## src/mci_cfg.svh

```systemverilog
`ifndef MCI_CFG_SVH
`define MCI_CFG_SVH

// Bus widths of the request port
`define MCI_ADDR_W 32
`define MCI_DATA_W 32
`define MCI_USER_W 8

// One strobe bit per data byte
`define MCI_STRB_W (`MCI_DATA_W / 8)

// Target sizes in 32-bit words
`define MCI_REG_WORDS  16
`define MCI_MBOX_WORDS 32
`define MCI_SRAM_WORDS 256

// Word index wide enough for the largest target
`define MCI_IDX_W $clog2(`MCI_SRAM_WORDS)

// Byte base of each target window
`define MCI_REG_BASE   32'h0000_0000
`define MCI_MBOX0_BASE 32'h0000_1000
`define MCI_MBOX1_BASE 32'h0000_2000
`define MCI_SRAM_BASE  32'h0000_4000

`endif

```

## src/mci_pkg.sv

```systemverilog
`default_nettype none

package mci_pkg;

    // Decoded destination of a request
    typedef enum logic [2:0] {
        TGT_NONE  = 3'd0,
        TGT_REG   = 3'd1,
        TGT_MBOX0 = 3'd2,
        TGT_MBOX1 = 3'd3,
        TGT_SRAM  = 3'd4
    } mci_target_e;

    // Access direction
    typedef enum logic {
        OP_READ  = 1'b0,
        OP_WRITE = 1'b1
    } mci_op_e;

    // Four-phase front end states
    typedef enum logic [1:0] {
        HS_IDLE = 2'd0,
        HS_BUSY = 2'd1,
        HS_ACK  = 2'd2,
        HS_DROP = 2'd3
    } hs_state_e;

endpackage

`default_nettype wire

```

## src/mci_sub_handshake.sv

```systemverilog
`default_nettype none

`include "mci_cfg.svh"

module mci_sub_handshake (
    input  logic                   clk,
    input  logic                   reset,
    input  logic                   req,
    input  logic [`MCI_ADDR_W-1:0] addr,
    input  logic                   write,
    input  logic [`MCI_DATA_W-1:0] wdata,
    input  logic [`MCI_STRB_W-1:0] wstrb,
    input  logic [`MCI_USER_W-1:0] user,
    input  logic                   done_pulse,
    output logic                   ack,
    output logic                   start,
    output mci_pkg::mci_op_e       op,
    output logic [`MCI_ADDR_W-1:0] cap_addr,
    output logic [`MCI_DATA_W-1:0] cap_wdata,
    output logic [`MCI_STRB_W-1:0] cap_wstrb,
    output logic [`MCI_USER_W-1:0] cap_user
);
    import mci_pkg::*;

    hs_state_e state;

    // Control FSM
    always_ff @(posedge clk) begin
        if (reset) begin
            state <= HS_IDLE;
            ack   <= 1'b0;
            start <= 1'b0;
        end else begin
            // Start is a single-cycle pulse
            start <= 1'b0;
            case (state)
                HS_IDLE: begin
                    if (req) begin
                        state <= HS_BUSY;
                        start <= 1'b1;
                    end
                end
                HS_BUSY: begin
                    // Wait for the result step
                    if (done_pulse) begin
                        state <= HS_ACK;
                        ack   <= 1'b1;
                    end
                end
                HS_ACK: begin
                    // Master may stall here as long as it likes
                    if (!req) begin
                        state <= HS_DROP;
                        ack   <= 1'b0;
                    end
                end
                HS_DROP: state <= HS_IDLE;
                default: state <= HS_IDLE;
            endcase
        end
    end

    // Payload capture at the accepting edge
    always_ff @(posedge clk) begin
        if (state == HS_IDLE && req) begin
            op        <= write ? OP_WRITE : OP_READ;
            cap_addr  <= addr;
            cap_wdata <= wdata;
            cap_wstrb <= wstrb;
            cap_user  <= user;
        end
    end

    // A new request only leaves the idle state
    a_start_from_idle: assert property (@(posedge clk) disable iff (reset)
        start |-> $past(state) == HS_IDLE);

    // Ack is always answered by the result step first
    a_ack_after_done: assert property (@(posedge clk) disable iff (reset)
        $rose(ack) |-> $past(done_pulse));

endmodule

`default_nettype wire

```

## config.mk

```make
export PLATFORM = sky130hd
export DESIGN_NAME = mci_sub_handshake
export DESIGN_NICKNAME = d
export VERILOG_FILES = /design/src/mci_pkg.sv /design/src/mci_sub_handshake.sv
export VERILOG_INCLUDE_DIRS = /design/src
export SDC_FILE = /design/constraint.sdc
export NUM_CORES = 1
export LEC_CHECK = 0
export BUFFER_PORTS_ARGS = -buffer_cell sky130_fd_sc_hd__buf_4
export CORE_ASPECT_RATIO = 1.5
export CORE_UTILIZATION = 45
export CTS_CLUSTER_DIAMETER = 100
export DETAILED_ROUTE_END_ITERATION = 10
export PLACE_DENSITY = 0.82
export SLEW_MARGIN = 20
export SYNTH_ARGS = -nofsm -noshare
export SYNTH_HDL_FRONTEND = slang
export SYNTH_SLANG_ARGS = --single-unit
```

## constraint.sdc

```tcl
create_clock -name clk -period 4.7 [get_ports clk]
set_input_delay 0.94 -clock clk [delete_from_list [all_inputs] [get_ports clk]]
set_output_delay 0.94 -clock clk [all_outputs]
set_load 0.02 [all_outputs]
```

Word-level counts from Yosys, hierarchy flattened --
Index checks and enable logic that the tools add are counted.
Storage, ports and cells: logic and storage cells 30, input bits 81, register bits after elaboration 81
Operators by class: reductions and logical operators 6, equal/unequal tests 6, multiplexer cells 9, bitwise operators 1
Operator list (count):
- $pmux 2 s4 | 1
- $mux 2 | 3
- $ne 2x2->1 const B | 3
- $reduce_and 3->1 | 2
- $eq 2x2->1 const B | 2
- $mux 1 | 4
- $eq 2x1->1 const B | 1
- $logic_not 2->1 | 1
- $pmux 1 s2 | 1
- $reduce_bool 2->1 | 1
- $reduce_or 2->1 | 1
- $logic_and 1x1->1 | 1
- $not 1->1 | 1

Longest topological paths before layout --
depth in word-level cells 3, gate-level depth with buffers 5

Worst setup path before layout --
No wires, ideal clock.
kind input to register, start point input req, end point register cap_addr[0], enable pin, cell stages on the path 1, data required time 4298 ps, path buffers 0, library setup time 402 ps, arrival time 1944 ps, path slack 2355 ps, cells stage by stage and2_2
Between the ends: longest elaborated chain between the ends 1
Ends and longest elaborated chain:
- from (decl) | RTL line mci_sub_handshake.sv:8 | input logic req,
- $logic_and 1x1->1 | RTL line mci_sub_handshake.sv:65 | if (state == HS_IDLE && req) begin
- to (signal assigned) | RTL line mci_sub_handshake.sv:67 | cap_addr <= addr;
- to (decl) | RTL line mci_sub_handshake.sv:18 | output logic [`MCI_ADDR_W-1:0] cap_addr,
Every way passes these cells. A chain may end at the register's enable or synchronous reset.

Final worst setup path --
start point input req, end point register cap_addr[29], enable pin
The elaborated chain is that of the path after synthesis.

==> results.yml <==
final_layout:
  area_growth_syn_to_layout_pct: 58.2
  final-instance-count-excl-fill: 349
  num_antenna_cells: 0
  final_core_util_pct: 73.9
  nets: 360
  layout_common_cells: "159 x buf_4, 77 x edfxtp_1, 9 x clkbuf_8"
  layout_commonest_cell: "buf_4"
  drive_gt1_share_pct: 63.1
  fillers: 399
timing:
  fin_crit_ps: 1890
  worst_pin_slew_ps: 962
  fmax_ghz: 0.530
  setup_tns_ps: 0
  fin_skew_ps: 9.16
  setup_viol: 0
  hold_violations: 0
  slew_viol_final: 0
  setup_ws_ps: 2810
  slew_headroom_pct: 35.8
  rsz0062_at_grt: "no"
  layout_worst_path_cycle_share_pct: 40.1
clock_tree:
  postCtsHoldBufs: 0
  tritoncts: "built"
  cts.path.max_buffers: 2
  cts-root-buf: "clkbuf_8"
  cts_resized: 0
  cts_buffers: 9
  cts.sinks: 81
  path_clk_slew_ps: 70
  postCtsSetupBuffers: 0
  htree_levels: 3
  clkLatencyLatePin_ps: 340
placement:
  dp_cells: 333
  place_ws_ps: 2450
  place_congestion: 0.723
  dp_hpwl_um: 4260
  io_buffer_count: 159
worst_setup_path:
  crit_path_start_kind: "primary input"
  path_delay_family: "simple AND/OR/NAND/NOR gates"
  r2r_slack_ps: 2840
  r2r-start: "state[0]"
  path_buf_inv: 1
  path_cells: "buf_4, and2_4"
  cpPeakStageDelay_ps: 780
  cp_num_cells: 2
  endpoint_kind: "flop"
  r2r-end: "cap_addr[29]"
  worstPathArrival_ps: 1840
  cp-endpoint: "cap_addr[29]"
  reg2regPathDepth: 3
  crit_type: "in2reg"
  critPathSlowestCell: "and2_4"
  worst-path-max-fanout: 78
  crit_path_start: "req"
  cp.required_ps: 4650
run_status:
  outcome: "finished, final reports clean"
synthesis:
  yosysWarnings: 0
  syn_nets: 190
  synth.avg_cell_area_um2: 24.7
  synth_area_um2: 2560
  synth-seq-cells: 81
  syn_inst: 104
  ys_seq_area_share_pct: 93.3
  ys_types: 15
power_and_ir_drop:
  switching_power_mw: 0.679
  switching_share_pct: 30.1
  worst_ir_drop_vdd_uv: 544
  pwr-share-clk_pct: 23.3
  p_int_mw: 1.58
  p_per_area_nw_per_um2: 557
  leakagePower_nw: 1.72
  pwr-share-seq_pct: 47.4
  p_comb_share_pct: 29.3
global_route:
  grt_pass1_vias: 1654
  gr-usage-all-layers_pct: 18.5
  grt_overflow_total: 0
  grt_max_degree: 79
  grt_antenna_before_repair: 0
  grt_pass1_wl_um: 7840
route:
  drc: 0
  drt_iter0_markers: 67
  vias: 1580
  wl_per_cell_um: 16.1
  wirelength_um: 5610
  drt_pass1_iterations: 4
  vias_per_cell: 4.53
  final_antenna_net_count: 0
die:
  die_w_um: 63.6
  dieArea_um2: 6010
  die_h_um: 94.5
  core-area_um2: 5490
  io_pins: 160
  start_util_pct: 46.7
  placementRows: 33
worst_hold_path:
  hp-start: "ack"
  min_path_type: "reg2reg"
run:
  max-cap-violations: 0
-- power groups by stage --
stage                     combinational [mW]  sequential [mW]  clock (mW)
after detailed placement               0.671             1.09           0
final                                  0.663             1.07       0.525
after floorplan                        0.143             1.28           0
after global routing                   0.701             1.09       0.564
after CTS                              0.672             1.07       0.533
after global placement                 0.658             1.08           0
-- metal layers --
layer	vias up	wire length, um	GRT usage [%]
li1	740	-	-
met4	0	111	10.8
met3	11	292	5.19
met5	-	0	0
met2	72	3400	34.8
met1	757	1800	17.3
-- how the worst min path moves through the flow --
stage	slack (ps)	cells after the start	to
2_1_floorplan	470	2	state[1]
3_3_place_gp	470	2	ack
3_5_place_dp	460	2	ack
4_1_cts	480	2	ack
5_1_grt	510	2	ack
6_report	480	2	ack
-- final cells by class --
cell class              instances  area (um2)  share of cell area (%)
clock buffers                  10         128                    3.15
clock inverters                 6        82.6                    2.04
inverters                       3        11.3                   0.278
multi-input cells              20         163                    4.01
flip-flops and latches         81        2390                    59.0
well taps                      70        87.6                    2.16
repair buffers                159        1190                    29.4
-- worst register-to-register path, delay by kind of cell (launching register included) --
kind,cells,cell delay (ps)
adders and majority gates,1,200
buffers and inverters,1,130
and+or+nand+nor,1,800
DFF,1,330
-- stage by stage --
stage                     hold slack [ps]  power (mW)  cell area [um2]
final                                 476        2.26             4060
after global routing                  514        2.35             4060
after CTS                             479        2.28             4060
after detailed placement              463        1.76             3850
after global placement                472        1.74             3850
after floorplan                       471        1.43             2560
-- cell usage after synthesis, drive strengths merged --
cell type | instances | area, um2
a21oi | 2 | 10.0
a311oi | 1 | 8.76
and2 | 2 | 13.8
dfxtp | 4 | 80.1
edfxtp | 77 | 2310
ha | 5 | 62.6
inv | 3 | 11.3
mux2i | 3 | 33.8
nand2 | 3 | 11.3
nand2b | 1 | 6.26
nor2 | 1 | 3.75
o21ai | 1 | 5.00
or2 | 1 | 6.26
-- cell families (layout without fill, tap and decap cells) --
group           count (synthesis)  after routing  synth area share (%)
compound gates                  4              4                 0.927
mux                             3              3                  1.32
simple gates                    8              8                  1.61
fa+ha+maj                       5              5                  2.44
flops                          81             81                  93.3
buf+inv                         3            178                 0.439
-- registers in the layout (all words and copies together), names as in the netlist --
name / count
cap_addr: 32
cap_wdata: 32
cap_user: 8
cap_wstrb: 4
state: 2
ack: 1
op: 1
start: 1
Power figures use the tool's default switching activity.
