### config.mk
export PLATFORM = sky130hd
export DESIGN_NAME = mci_sub_result
export DESIGN_NICKNAME = d
export VERILOG_FILES = /design/src/mci_sub_result.sv
export VERILOG_INCLUDE_DIRS = /design/src
export SDC_FILE = /design/constraint.sdc
export NUM_CORES = 1
export LEC_CHECK = 0
export ABC_AREA = 1
export BUFFER_PORTS_ARGS = -buffer_cell sky130_fd_sc_hd__buf_2
export CORE_UTILIZATION = 50
export DETAILED_ROUTE_END_ITERATION = 12
export PLACE_DENSITY = 0.84
export SLEW_MARGIN = 20
export SYNTH_ARGS = -nofsm -noshare
export SYNTH_HDL_FRONTEND = slang
export SYNTH_SLANG_ARGS = --single-unit
### constraint.sdc
create_clock -name clk -period 1.7 [get_ports clk]
set_clock_uncertainty 0.2 [all_clocks]
set_input_delay 0.085 -clock clk [delete_from_list [all_inputs] [get_ports clk]]
set_output_delay 0.085 -clock clk [all_outputs]
set_load 0.05 [all_outputs]
### src/mci_cfg.svh
`ifndef MCI_CFG_SVH
`define MCI_CFG_SVH

// Bus widths of the request port
`define MCI_ADDR_W 32
`define MCI_DATA_W 32
`define MCI_USER_W 8

// One strobe bit per data byte
`define MCI_STRB_W (`MCI_DATA_W / 8)

// Target sizes in 32-bit words
`define MCI_REG_WORDS  16
`define MCI_MBOX_WORDS 32
`define MCI_SRAM_WORDS 256

// Word index wide enough for the largest target
`define MCI_IDX_W $clog2(`MCI_SRAM_WORDS)

// Byte base of each target window
`define MCI_REG_BASE   32'h0000_0000
`define MCI_MBOX0_BASE 32'h0000_1000
`define MCI_MBOX1_BASE 32'h0000_2000
`define MCI_SRAM_BASE  32'h0000_4000

`endif

### src/mci_sub_result.sv
`default_nettype none

`include "mci_cfg.svh"

module mci_sub_result (
    input  logic                   clk,
    input  logic                   reset,
    input  logic                   done,
    input  logic [`MCI_DATA_W-1:0] rdata,
    input  logic                   error,
    input  logic                   dec_mcu_lsu_req,
    input  logic                   dec_mcu_ifu_req,
    input  logic                   dec_mcu_req,
    input  logic                   dec_clp_req,
    input  logic                   dec_soc_req,
    input  logic                   exec_valid,
    output logic                   done_pulse,
    output logic [`MCI_DATA_W-1:0] rsp_rdata,
    output logic                   rsp_error,
    output logic                   mcu_lsu_req,
    output logic                   mcu_ifu_req,
    output logic                   mcu_req,
    output logic                   clp_req,
    output logic                   soc_req
);

    // Flags of the request in flight
    logic [4:0] flags_q;

    always_ff @(posedge clk) begin
        if (reset) begin
            flags_q     <= '0;
            done_pulse  <= 1'b0;
            rsp_rdata   <= '0;
            rsp_error   <= 1'b0;
            mcu_lsu_req <= 1'b0;
            mcu_ifu_req <= 1'b0;
            mcu_req     <= 1'b0;
            clp_req     <= 1'b0;
            soc_req     <= 1'b0;
        end else begin
            done_pulse <= done;
            if (exec_valid) begin
                flags_q <= {dec_mcu_lsu_req, dec_mcu_ifu_req, dec_mcu_req,
                            dec_clp_req, dec_soc_req};
            end
            // Response and flags switch together and hold till the next one
            if (done) begin
                rsp_rdata <= rdata;
                rsp_error <= error;
                {mcu_lsu_req, mcu_ifu_req, mcu_req, clp_req, soc_req} <= flags_q;
            end
        end
    end

    // Every completion belongs to its own request
    a_done_per_request: assert property (@(posedge clk) disable iff (reset)
        done |=> !done until exec_valid);

endmodule

`default_nettype wire

# Yosys cells after proc, flatten, opt, wreduce, memory -nomap -nowiden
# Index checks and enable logic that the tools add are counted.
# totals
reg_bits	44
output_inout_bits	39
input_bits	42
wordCells	9

# Longest topological paths before layout
# Gate-level depths: netlist of the first run.
# logic_depth
ltp_word	0
mapped_depth	5
mapped_depth_nobuf	4

# Worst setup path before layout of the first run
# OpenSTA, ideal clock, no wires.
# synth_timing
kind	reg2reg
start	register rsp_rdata[29] (netlist name)
end	register rsp_rdata[29]
required_time_ns	1.436
path_buffers	0
stages_incl_launch_ff	3
slack_ns	0.642
setup_ns	0.064
period_less_slack_ns	1.058
t_arrival_ns	0.794
cell_sequence	dfxtp_1 nor2_1 nor2_1
# synth_rtl
item	line	text
to (signal assigned)	mci_sub_result.sv:49	rsp_rdata <= rdata;
to (decl)	mci_sub_result.sv:18	output logic [`MCI_DATA_W-1:0] rsp_rdata,

==> results.tsv, run 1 <==
metric	value	unit
rsz0062_at_grt	false	
row_count	21	
setup_violations	0	
drt-vias-per-instance	4.16	
critPathMaxFanout	10	
synth_area	1800	um2
num_vias	1846	
ys_warn_count	0	
grt-ovfl-total	0	
synth_nets	318	
final_layout_size_suffix_gt1_frac	0.226	
cts_root_buf	clkbuf_4	
finalHoldViolCount	0	
area_growth	50.6	%
crit_type	primary input to register	
drc_errors	0	
die_h	61.9	um
regToRegStartpoint	flags_q[3]	
status	finished clean	
design.die.area	3840	um2
io_pins	81	
cts_tree	built	
design_area	2710	um2
stdcell_count	444	
final_util	0.798	
slew_headroom	0.722	
core	3390	um2
p_leak	1.58	nW
worstPathRequired	1.77	ns
wl_per_cell	9.75	um
cap_violations	0	
synth_cells	276	
power.total	2.25	mW
port_buffers	80	
numCtsBuffers	5	
worstPathArrival	1.54	ns
ys_seq_area_frac	0.490	
start_util	0.530	
placed_cell_area	2180	um2
clockBufferDepth	2	
cts.sinks	44	
die_w	61.9	um
place_congestion	0.649	
period_needed	1.47	ns
slew_viol_final	0	
h-tree-depth	2	
worst_pin_slew	0.416	ns
insertion_delay	0.35	ns
p_per_area	833	nW/um2
nets	439	
dp.cells	390	
dp_slack	0.616	ns
finalSetupTns	0	ns
hp-class	primary input to register	
synth_area_leaders	dfxtp_1 (49%), nor2_1 (18%), nand2_1 (18%), inv_1 (9.2%), buf_2 (2.5%)	
synth-seq-cells	44	
timing.final.ws_setup	0.230	ns
grt_pass1_vias	1581	
grt_usage	0.230	
grt_pass1_wl	6310	um
period_share	0.865	
insertedDiodeCount	0	
drt-pass1-iter-count	4	
post_cts_buffers	0	
vdd_drop_max	0.481	mV
grt_max_degree	78	
worstSetupEndpointType	register	
avgSynthCellArea	6.51	um2
drtIter0Drc	110	
antenna_left	0	
synth_top_area_frac	0.490	
hold_slack	0.0485	ns
synth_area_leader_cell	dfxtp_1	
routed_wl	4330	um
start_kind	primary input	
ctsResizeCount	0	
antenna_found_initial	0	
synth.distinct_cells	8	
max_freq	680	MHz
path_clk_slew	0.12	ns
min_from	done	
crit_path_start	exec_valid	
dpl.hpwl	2300	um
## area by class of cell
cell class / instances / area [um2]
repair buffers: 128 / 888
flip-flops and latches: 44 / 881
fillers: 263 / 683
multi-input cells: 173 / 649
inverters: 45 / 169
well taps: 46 / 57.6
clock buffers: 6 / 51.3
clock inverters: 2 / 10.0
## critical path, stage by stage
cell	delay [ns]
dlygate4sd3_1	0.52
buf_2	0.20
nand2_1	0.07
dlygate4sd3_1	0.55
nand2_1	0.07
nor2_1	0.05
## what timing repair did
action / in CTS / in global routing
endpoints found under the hold margin: 39 / 0
endpoints found under the setup margin: 0 / 0
hold buffers: 46 / 0
## report_power, final
| part | switching [mW] | internal, mW |
|---|---|---|
| Combinational | 0.388 | 0.211 |
| Clock | 0.320 | 0.197 |
| Sequential | 0.0360 | 1.10 |
## cell usage after synthesis, drive strengths merged
cell and n:
dfxtp 44, buf 14, nand2 86, nor2 87, inv 44, clkinv 1
## cell usage in the layout (no fill, tap or decap)
cell	Yosys	final
buf_12	0	1
buf_2	9	80
buf_4	1	1
clkbuf_4	0	5
clkbuf_8	0	1
clkinv_1	1	1
clkinv_2	0	2
dfxtp_1	44	44
dlygate4sd3_1	0	46
inv_1	44	44
nand2_1	86	86
nor2_1	87	87
## path summary, 6_finish.rpt
check | to | slack, ns | cells after the start
max reg2reg | mcu_ifu_req | 0.86 | 4
max | flags_q[3] | 0.23 | 6
min | rsp_rdata[16] | 0.05 | 4
min reg2reg | rsp_rdata[13] | 0.27 | 2
## flip-flops by register name (all words and copies together) (netlist names)
signal and cells:
flags_q 5, rsp_error 1, mcu_lsu_req 1, mcu_req 1, done_pulse 1, mcu_ifu_req 1, clp_req 1, rsp_rdata 32
soc_req 1
## cell families (layout without fill, tap and decap cells)
family / count (synthesis) / in the layout / share of synthesized area
and+or+nand+nor: 173 / 173 / 0.361
buffers and inverters: 59 / 181 / 0.148
DFF: 44 / 44 / 0.490
## layer usage
metal / GRT usage / routed length, um / vias up
li1: - / - / 1013
met1: 0.226 / 1810 / 769
met2: 0.438 / 2170 / 57
met3: 0.0787 / 274 / 7
met4: 0.0921 / 82 / 0
met5: 0 / 0 / -
Power figures use the tool's default switching activity.
==> run 2: changes to the inputs <==
- ABC_AREA: 1 -> 0
- CORE_UTILIZATION: 50 -> 44
- PLACE_DENSITY: 0.84 -> 0.78
- clock period: 1.7 -> 1.5 ns (I/O delays scaled with it)
==> run 2 against run 1 <==
- largest power group unchanged
- utilization grew 3.4 points
- sequential power rose by 11%
- combinational power increased by 8.2%
- clock power grew 56%
- flip-flop and latch count unchanged
- worst setup slack got worse by 0.19 ns
- via count shrank 17%
- die area decreased by 0.60%
- area after synthesis shrank 13%
==> results.tsv, run 2 <==
metric	value	unit	change
core	3390	um2	unchanged
use_met3	0.0538		-0.0248
synth-seq-cells	44		unchanged
design.die.area	3810	um2	-0.60%
status	finished clean		
antenna_found_initial	0		unchanged
hp-class	primary input to register		
synth_area_leaders	dfxtp_1 (56%), mux2i_1 (27%), nor2_1 (10%), buf_12 (2.5%), buf_2 (0.96%)		
clockBufferDepth	2		unchanged
crit_chain	dlygate4sd3_1 -> buf_2 -> mux2i_1 -> nor2_1 -> dlygate4sd3_1		
setup_violations	0		unchanged
muxShareOfSynthArea	0.274		+0.274
max_freq	685	MHz	
synth.distinct_cells	9		+1
synth_area	1570	um2	-13%
stdcell_count	342		-23%
wl_per_cell	12.8	um	+31%
synth_top_area_frac	0.561		+0.0703
grt_util_met2	0.432		-0.00605
h-tree-depth	2		unchanged
synth_cells	142		-49%
worstPathRequired	1.53	ns	-0.24 ns
cts.sinks	44		unchanged
met1_usage	0.251		+0.0252
avgSynthCellArea	11.1	um2	+70%
worstPathArrival	1.49	ns	-0.05 ns
largest_register_ffs	32		unchanged
slew_headroom	0.748		+0.0257
ys_seq_area_frac	0.561		+0.0703
place_congestion	0.693		+6.8%
grt_max_degree	40		-49%
num_vias	1538		-17%
start_util	0.464		-0.0664
period_needed	1.46	ns	
cts_tree	built		
crit_type	primary input to register		
synth_nets	184		-42%
grt_pass1_vias	1495		-5.4%
slowest_stage	dlygate4sd3_1		
synth-xor-area-share	0		unchanged
synth_flop_cell	dfxtp_1		
rsz0062_at_grt	false		
synth-compound-area-share	0		unchanged
synthMostInstantiatedCell	dfxtp_1		
slew_viol_final	0		unchanged
finalHoldViolCount	0		unchanged
p_leak	1.49	nW	-5.7%
drt-vias-per-instance	4.50		+8.2%
ys_async_sr_fraction	0		unchanged
period_share	0.973		
antenna_left	0		unchanged
post_cts_buffers	0		unchanged
synth_area_leader_cell	dfxtp_1		
grt_pass1_wl	6380	um	+1.1%
most-common-layout-cells	buf_2 (80), dlygate4sd3_1 (75), dfxtp_1 (44), mux2i_1 (43), nor2_1 (43)		
p_per_area	963	nW/um2	+16%
grt_usage	0.230		-0.000439
max_stage_delay	0.56	ns	about the same
drt-pass1-iter-count	4		unchanged
die_w	61.8	um	-0.30%
synth_fa_ha_area_frac	0		unchanged
insertion_delay	0.33	ns	-0.02 ns
cts_root_buf	clkbuf_4		
grt_busiest_layer	met2		
path_clk_slew	0.12	ns	about the same
vdd_drop_max	0.605	mV	+26%
timing.final.ws_setup	0.0407	ns	-0.189 ns
synth_top_family_by_area	multiplexers		
nets	337		-23%
critPathMaxFanout	1		-9
dp.cells	259		-34%
cap_violations	0		unchanged
start_kind	primary input		
ys_warn_count	0		unchanged
final_layout_size_suffix_gt1_frac	0.304		+0.0779
finalSetupTns	0	ns	unchanged
worstSetupEndpointType	register		
yosys.area_share.simple	0.107		-0.255
final_common_cell	buf_2		
drc_errors	0		unchanged
regMostFlops	rsp_rdata		
numCtsBuffers	5		unchanged
io_pins	81		unchanged
dp_slack	0.435	ns	-0.181 ns
reg.largest.list	rsp_rdata: 32 flops, flags_q: 5 flops		
port_buffers	80		unchanged
dpl.hpwl	2000	um	-13%
insertedDiodeCount	0		unchanged
worst_pin_slew	0.376	ns	-0.0399 ns
grt-ovfl-total	0		unchanged
critPathMostFrequentCell	dlygate4sd3_1		
synth_common_cells	dfxtp_1 (44), mux2i_1 (43), nor2_1 (43), buf_2 (3), clkbuf_1 (3)		
drtIter0Drc	45		-59%
row_count	21		unchanged
routed_wl	4380	um	+1.0%
synth_edf_count	0		unchanged
die_h	61.8	um	-0.30%
area_growth	79.6	%	
## run 2: changes by cell type in the layout (fill, tap and decap cells not counted), moves of 2 or more
cell	previous run	this run
clkinv_2	2	0
dlygate4sd3_1	46	75
nand2_1	86	0
inv_1	44	0
nor2_1	87	43
mux2i_1	0	43
## run 2: worst paths after layout
kind | startpoint | to | slack, ns | cells past startpoint
worst max register to register | rsp_rdata[19] | rsp_rdata[19] | 0.11 | 3
worst min register to register | flags_q[0] | soc_req | 0.31 | 2
worst min-delay path | done | done_pulse | 0.06 | 3
worst max-delay path | rdata[19] | rsp_rdata[19] | 0.04 | 5
## run 2: per-layer routing
layer  share of wire  up-vias
met5               0        -
met4           0.013        0
met3           0.040        7
met2            0.54       47
met1            0.41      714
li1                -      770
## run 2: power breakdown
group / internal, mW / switching [mW] / leakage, nW
clock network: 0.443 / 0.361 / 0.0515
logic: 0.289 / 0.359 / 1.08
registers: 1.23 / 0.0329 / 0.363
total: 1.97 / 0.753 / 1.49
## run 2: cell families after synthesis
logic type / after synthesis
DFF: 44
and+or+nand+nor: 44
muxes: 43
buffers and inverters: 11
## run 2: final cells by class
class,count,area (um2)
well taps,46,57.6
multi-input cells,87,598
repair buffers,157,1190
flip-flops and latches,44,881
clock buffers,7,65.1
clock inverters,1,30.0
fillers,184,567
## run 2: critical path: cells and delay by family
family                 cells  cell delay [ns]
buffers and inverters      3             1.23
muxes                      1             0.13
and+or+nand+nor            1             0.06
## run 2: stage by stage
step | total power [mW] | hold WS, ns | cell area, um2 | utilization
after floorplan | 1.64 | 0.0222 | 1570 | -
after detailed placement | 1.76 | 0.117 | 1980 | 0.583
after global placement | 1.76 | 0.106 | 1980 | 0.583
after CTS | 2.72 | 0.0212 | 2840 | 0.839
after global routing | 2.83 | 0.0354 | 2820 | 0.833
final | 2.72 | 0.0565 | 2820 | 0.833
## run 2: repair_timing
| item | CTS | global route |
|---|---|---|
| endpoints found under the hold margin | 44 | 3 |
| resized for setup | 0 | 0 |
| endpoints found under the setup margin | 0 | 4 |
| hold buffers | 77 | 1 |
==> run 3: changes to the inputs <==
- ABC_AREA: 0 -> 1
- CORE_UTILIZATION: 44 -> 46
==> run 3 against run 2 <==
- wire length fell by 4.8%
- utilization down 10 points
- combinational power grew 3.9%
- critical endpoint is now flags_q[3]
- largest power group unchanged
- highest routed layer unchanged
==> results.tsv, run 3 (synthesis results as in run 1) <==
metric	value	unit	change
final_common_cell	nor2_1		
worstSetupEndpointType	register		
port_buffers	80		unchanged
status	finished clean		
worstPathRequired	1.49	ns	-0.04 ns
area_growth	50.8	%	
grt_pass1_wl	6870	um	+7.7%
cap_violations	0		unchanged
h-tree-depth	2		unchanged
hp-class	primary input to register		
crit_type	primary input to register		
finalSetupTns	0	ns	unchanged
worst_pin_slew	0.308	ns	-0.0686 ns
numCtsBuffers	5		unchanged
p_per_area	995	nW/um2	+3.3%
cts.sinks	44		unchanged
die_h	64.5	um	+4.4%
rsz0062_at_grt	false		
place_congestion	0.687		-0.81%
reg.largest.list	rsp_rdata: 32 flops, flags_q: 5 flops		
ctsResizeCount	0		unchanged
antenna_found_initial	0		unchanged
period_share	0.973		about the same
path_clk_slew	0.08	ns	-0.04 ns
grt_util_met2	0.411		-0.0211
r2r_slack	0.65	ns	+0.54 ns
cts_tree	built		
fill_cells	287		+56%
final_layout_size_suffix_gt1_frac	0.223		-0.0807
io_pins	81		unchanged
met1_usage	0.219		-0.0328
dpl.hpwl	2120	um	+5.8%
design.die.area	4160	um2	+9.1%
period_needed	1.46	ns	-0.000135 ns
grt_max_degree	78		+95%
use_met3	0.0634		+0.00955
cp.buffers_inverters	4		+1
drt-vias-per-instance	4.13		-8.1%
grt_usage	0.215		-0.0154
grt_busiest_layer	met2		
max_freq	685	MHz	about the same
slowest_stage	dlygate4sd3_1		
start_util	0.484		+0.0199
p_leak	1.58	nW	+6.1%
largest_register_ffs	32		unchanged
slew_viol_final	0		unchanged
crit_chain	dlygate4sd3_1 -> buf_2 -> inv_1 -> nand2_1 -> dlygate4sd3_1 -> nand2_1 -> nor2_1		
setup_violations	0		unchanged
grt-ovfl-total	0		unchanged
insertedDiodeCount	0		unchanged
routed_wl	4170	um	-4.8%
critPathMaxFanout	1		unchanged
cts_root_buf	clkbuf_8		
row_count	22		+4.8%
die_w	64.5	um	+4.4%
drtIter0Drc	101		+120%
finalHoldViolCount	0		unchanged
core	3720	um2	+9.6%
num_vias	1827		+19%
insertion_delay	0.29	ns	-0.04 ns
vdd_drop_max	0.679	mV	+12%
wl_per_cell	9.43	um	-26%
antenna_left	0		unchanged
nets	435		+29%
grt_pass1_vias	1714		+15%
slew_headroom	0.795		+0.0466
regMostFlops	rsp_rdata		
worstPathArrival	1.45	ns	-0.04 ns
drc_errors	0		unchanged
max_stage_delay	0.55	ns	about the same
most-common-layout-cells	nor2_1 (87), nand2_1 (86), buf_2 (80), inv_1 (44), dfxtp_1 (44)		
path_delay_family	buffers and inverters		
drt-pass1-iter-count	4		unchanged
clockBufferDepth	2		unchanged
start_kind	primary input		
final_util	0.729		-0.103
-- run 3: changes by cell type in the layout (fill, tap and decap cells not counted) --
cell           previous run  this run
bufinv_16                 1         0
nor2b_1                   1         0
inv_1                     0        44
clkbuf_8                  2         6
mux2i_1                  43         0
clkinv_1                  0         1
clkbuf_1                  0         2
dlygate4sd3_1            75        42
nor2_1                   43        87
clkbuf_4                  5         0
nand2_1                   0        86
-- run 3: timing repair --
item	CTS	global route
hold endpoints to repair	39	4
buffers inserted	0	0
hold buffers	45	1
setup endpoints to repair	0	4
-- run 3: worst reg2reg max path, cell delays in order (launching register included) --
cell and delay (ns):
dfxtp_1 0.34, inv_1 0.04, nand2_1 0.05, nand2_1 0.06
nor2_1 0.10
-- run 3: area by class of cell --
| cell class | count | area [um2] | share of cell area |
|---|---|---|---|
| multi-input combinational | 173 | 649 | 0.240 |
| clock buffer | 8 | 90.1 | 0.0332 |
| tap | 48 | 60.1 | 0.0222 |
| inverter | 45 | 169 | 0.0623 |
| sequential | 44 | 881 | 0.325 |
| timing repair buffer | 124 | 861 | 0.318 |
-- run 3: final timing paths --
path / from / to / cells after the start
worst max register to register: flags_q[1] / clp_req / 4
worst max-delay path: dec_mcu_ifu_req / flags_q[3] / 7
worst min register to register: rsp_rdata[0] / rsp_rdata[0] / 2
worst min-delay path: done / done_pulse / 4
-- run 3: per-layer routing --
layer  vias up  wire [um]  share of wire
li1       1006          -              -
met1       746       1770           0.42
met2        65       2060           0.49
met3        10        263          0.063
met4         0         71          0.017
met5         -          0              0
-- run 3: through the flow --
stage	cells	worst slack, ns	instance area (um2)	hold WS [ns]	power [mW]
3_3_place_gp	392	0.538	2200	0.0587	1.89
3_5_place_dp	392	0.503	2200	0.0585	1.90
6_report	442	0.0409	2710	0.0982	2.70
4_1_cts	445	0.0593	2740	0.0440	2.73
2_1_floorplan	276	0.442	1800	-0.0538	1.76
5_1_grt	442	0.0105	2710	0.106	2.84
-- run 3: power by group --
group          leakage [nW]  switching [mW]  internal (mW)  total, mW
combinational          1.17           0.437          0.236      0.673
clock                0.0455           0.363          0.375      0.738
sequential            0.366          0.0383           1.25       1.29
total                  1.58           0.838           1.86       2.70
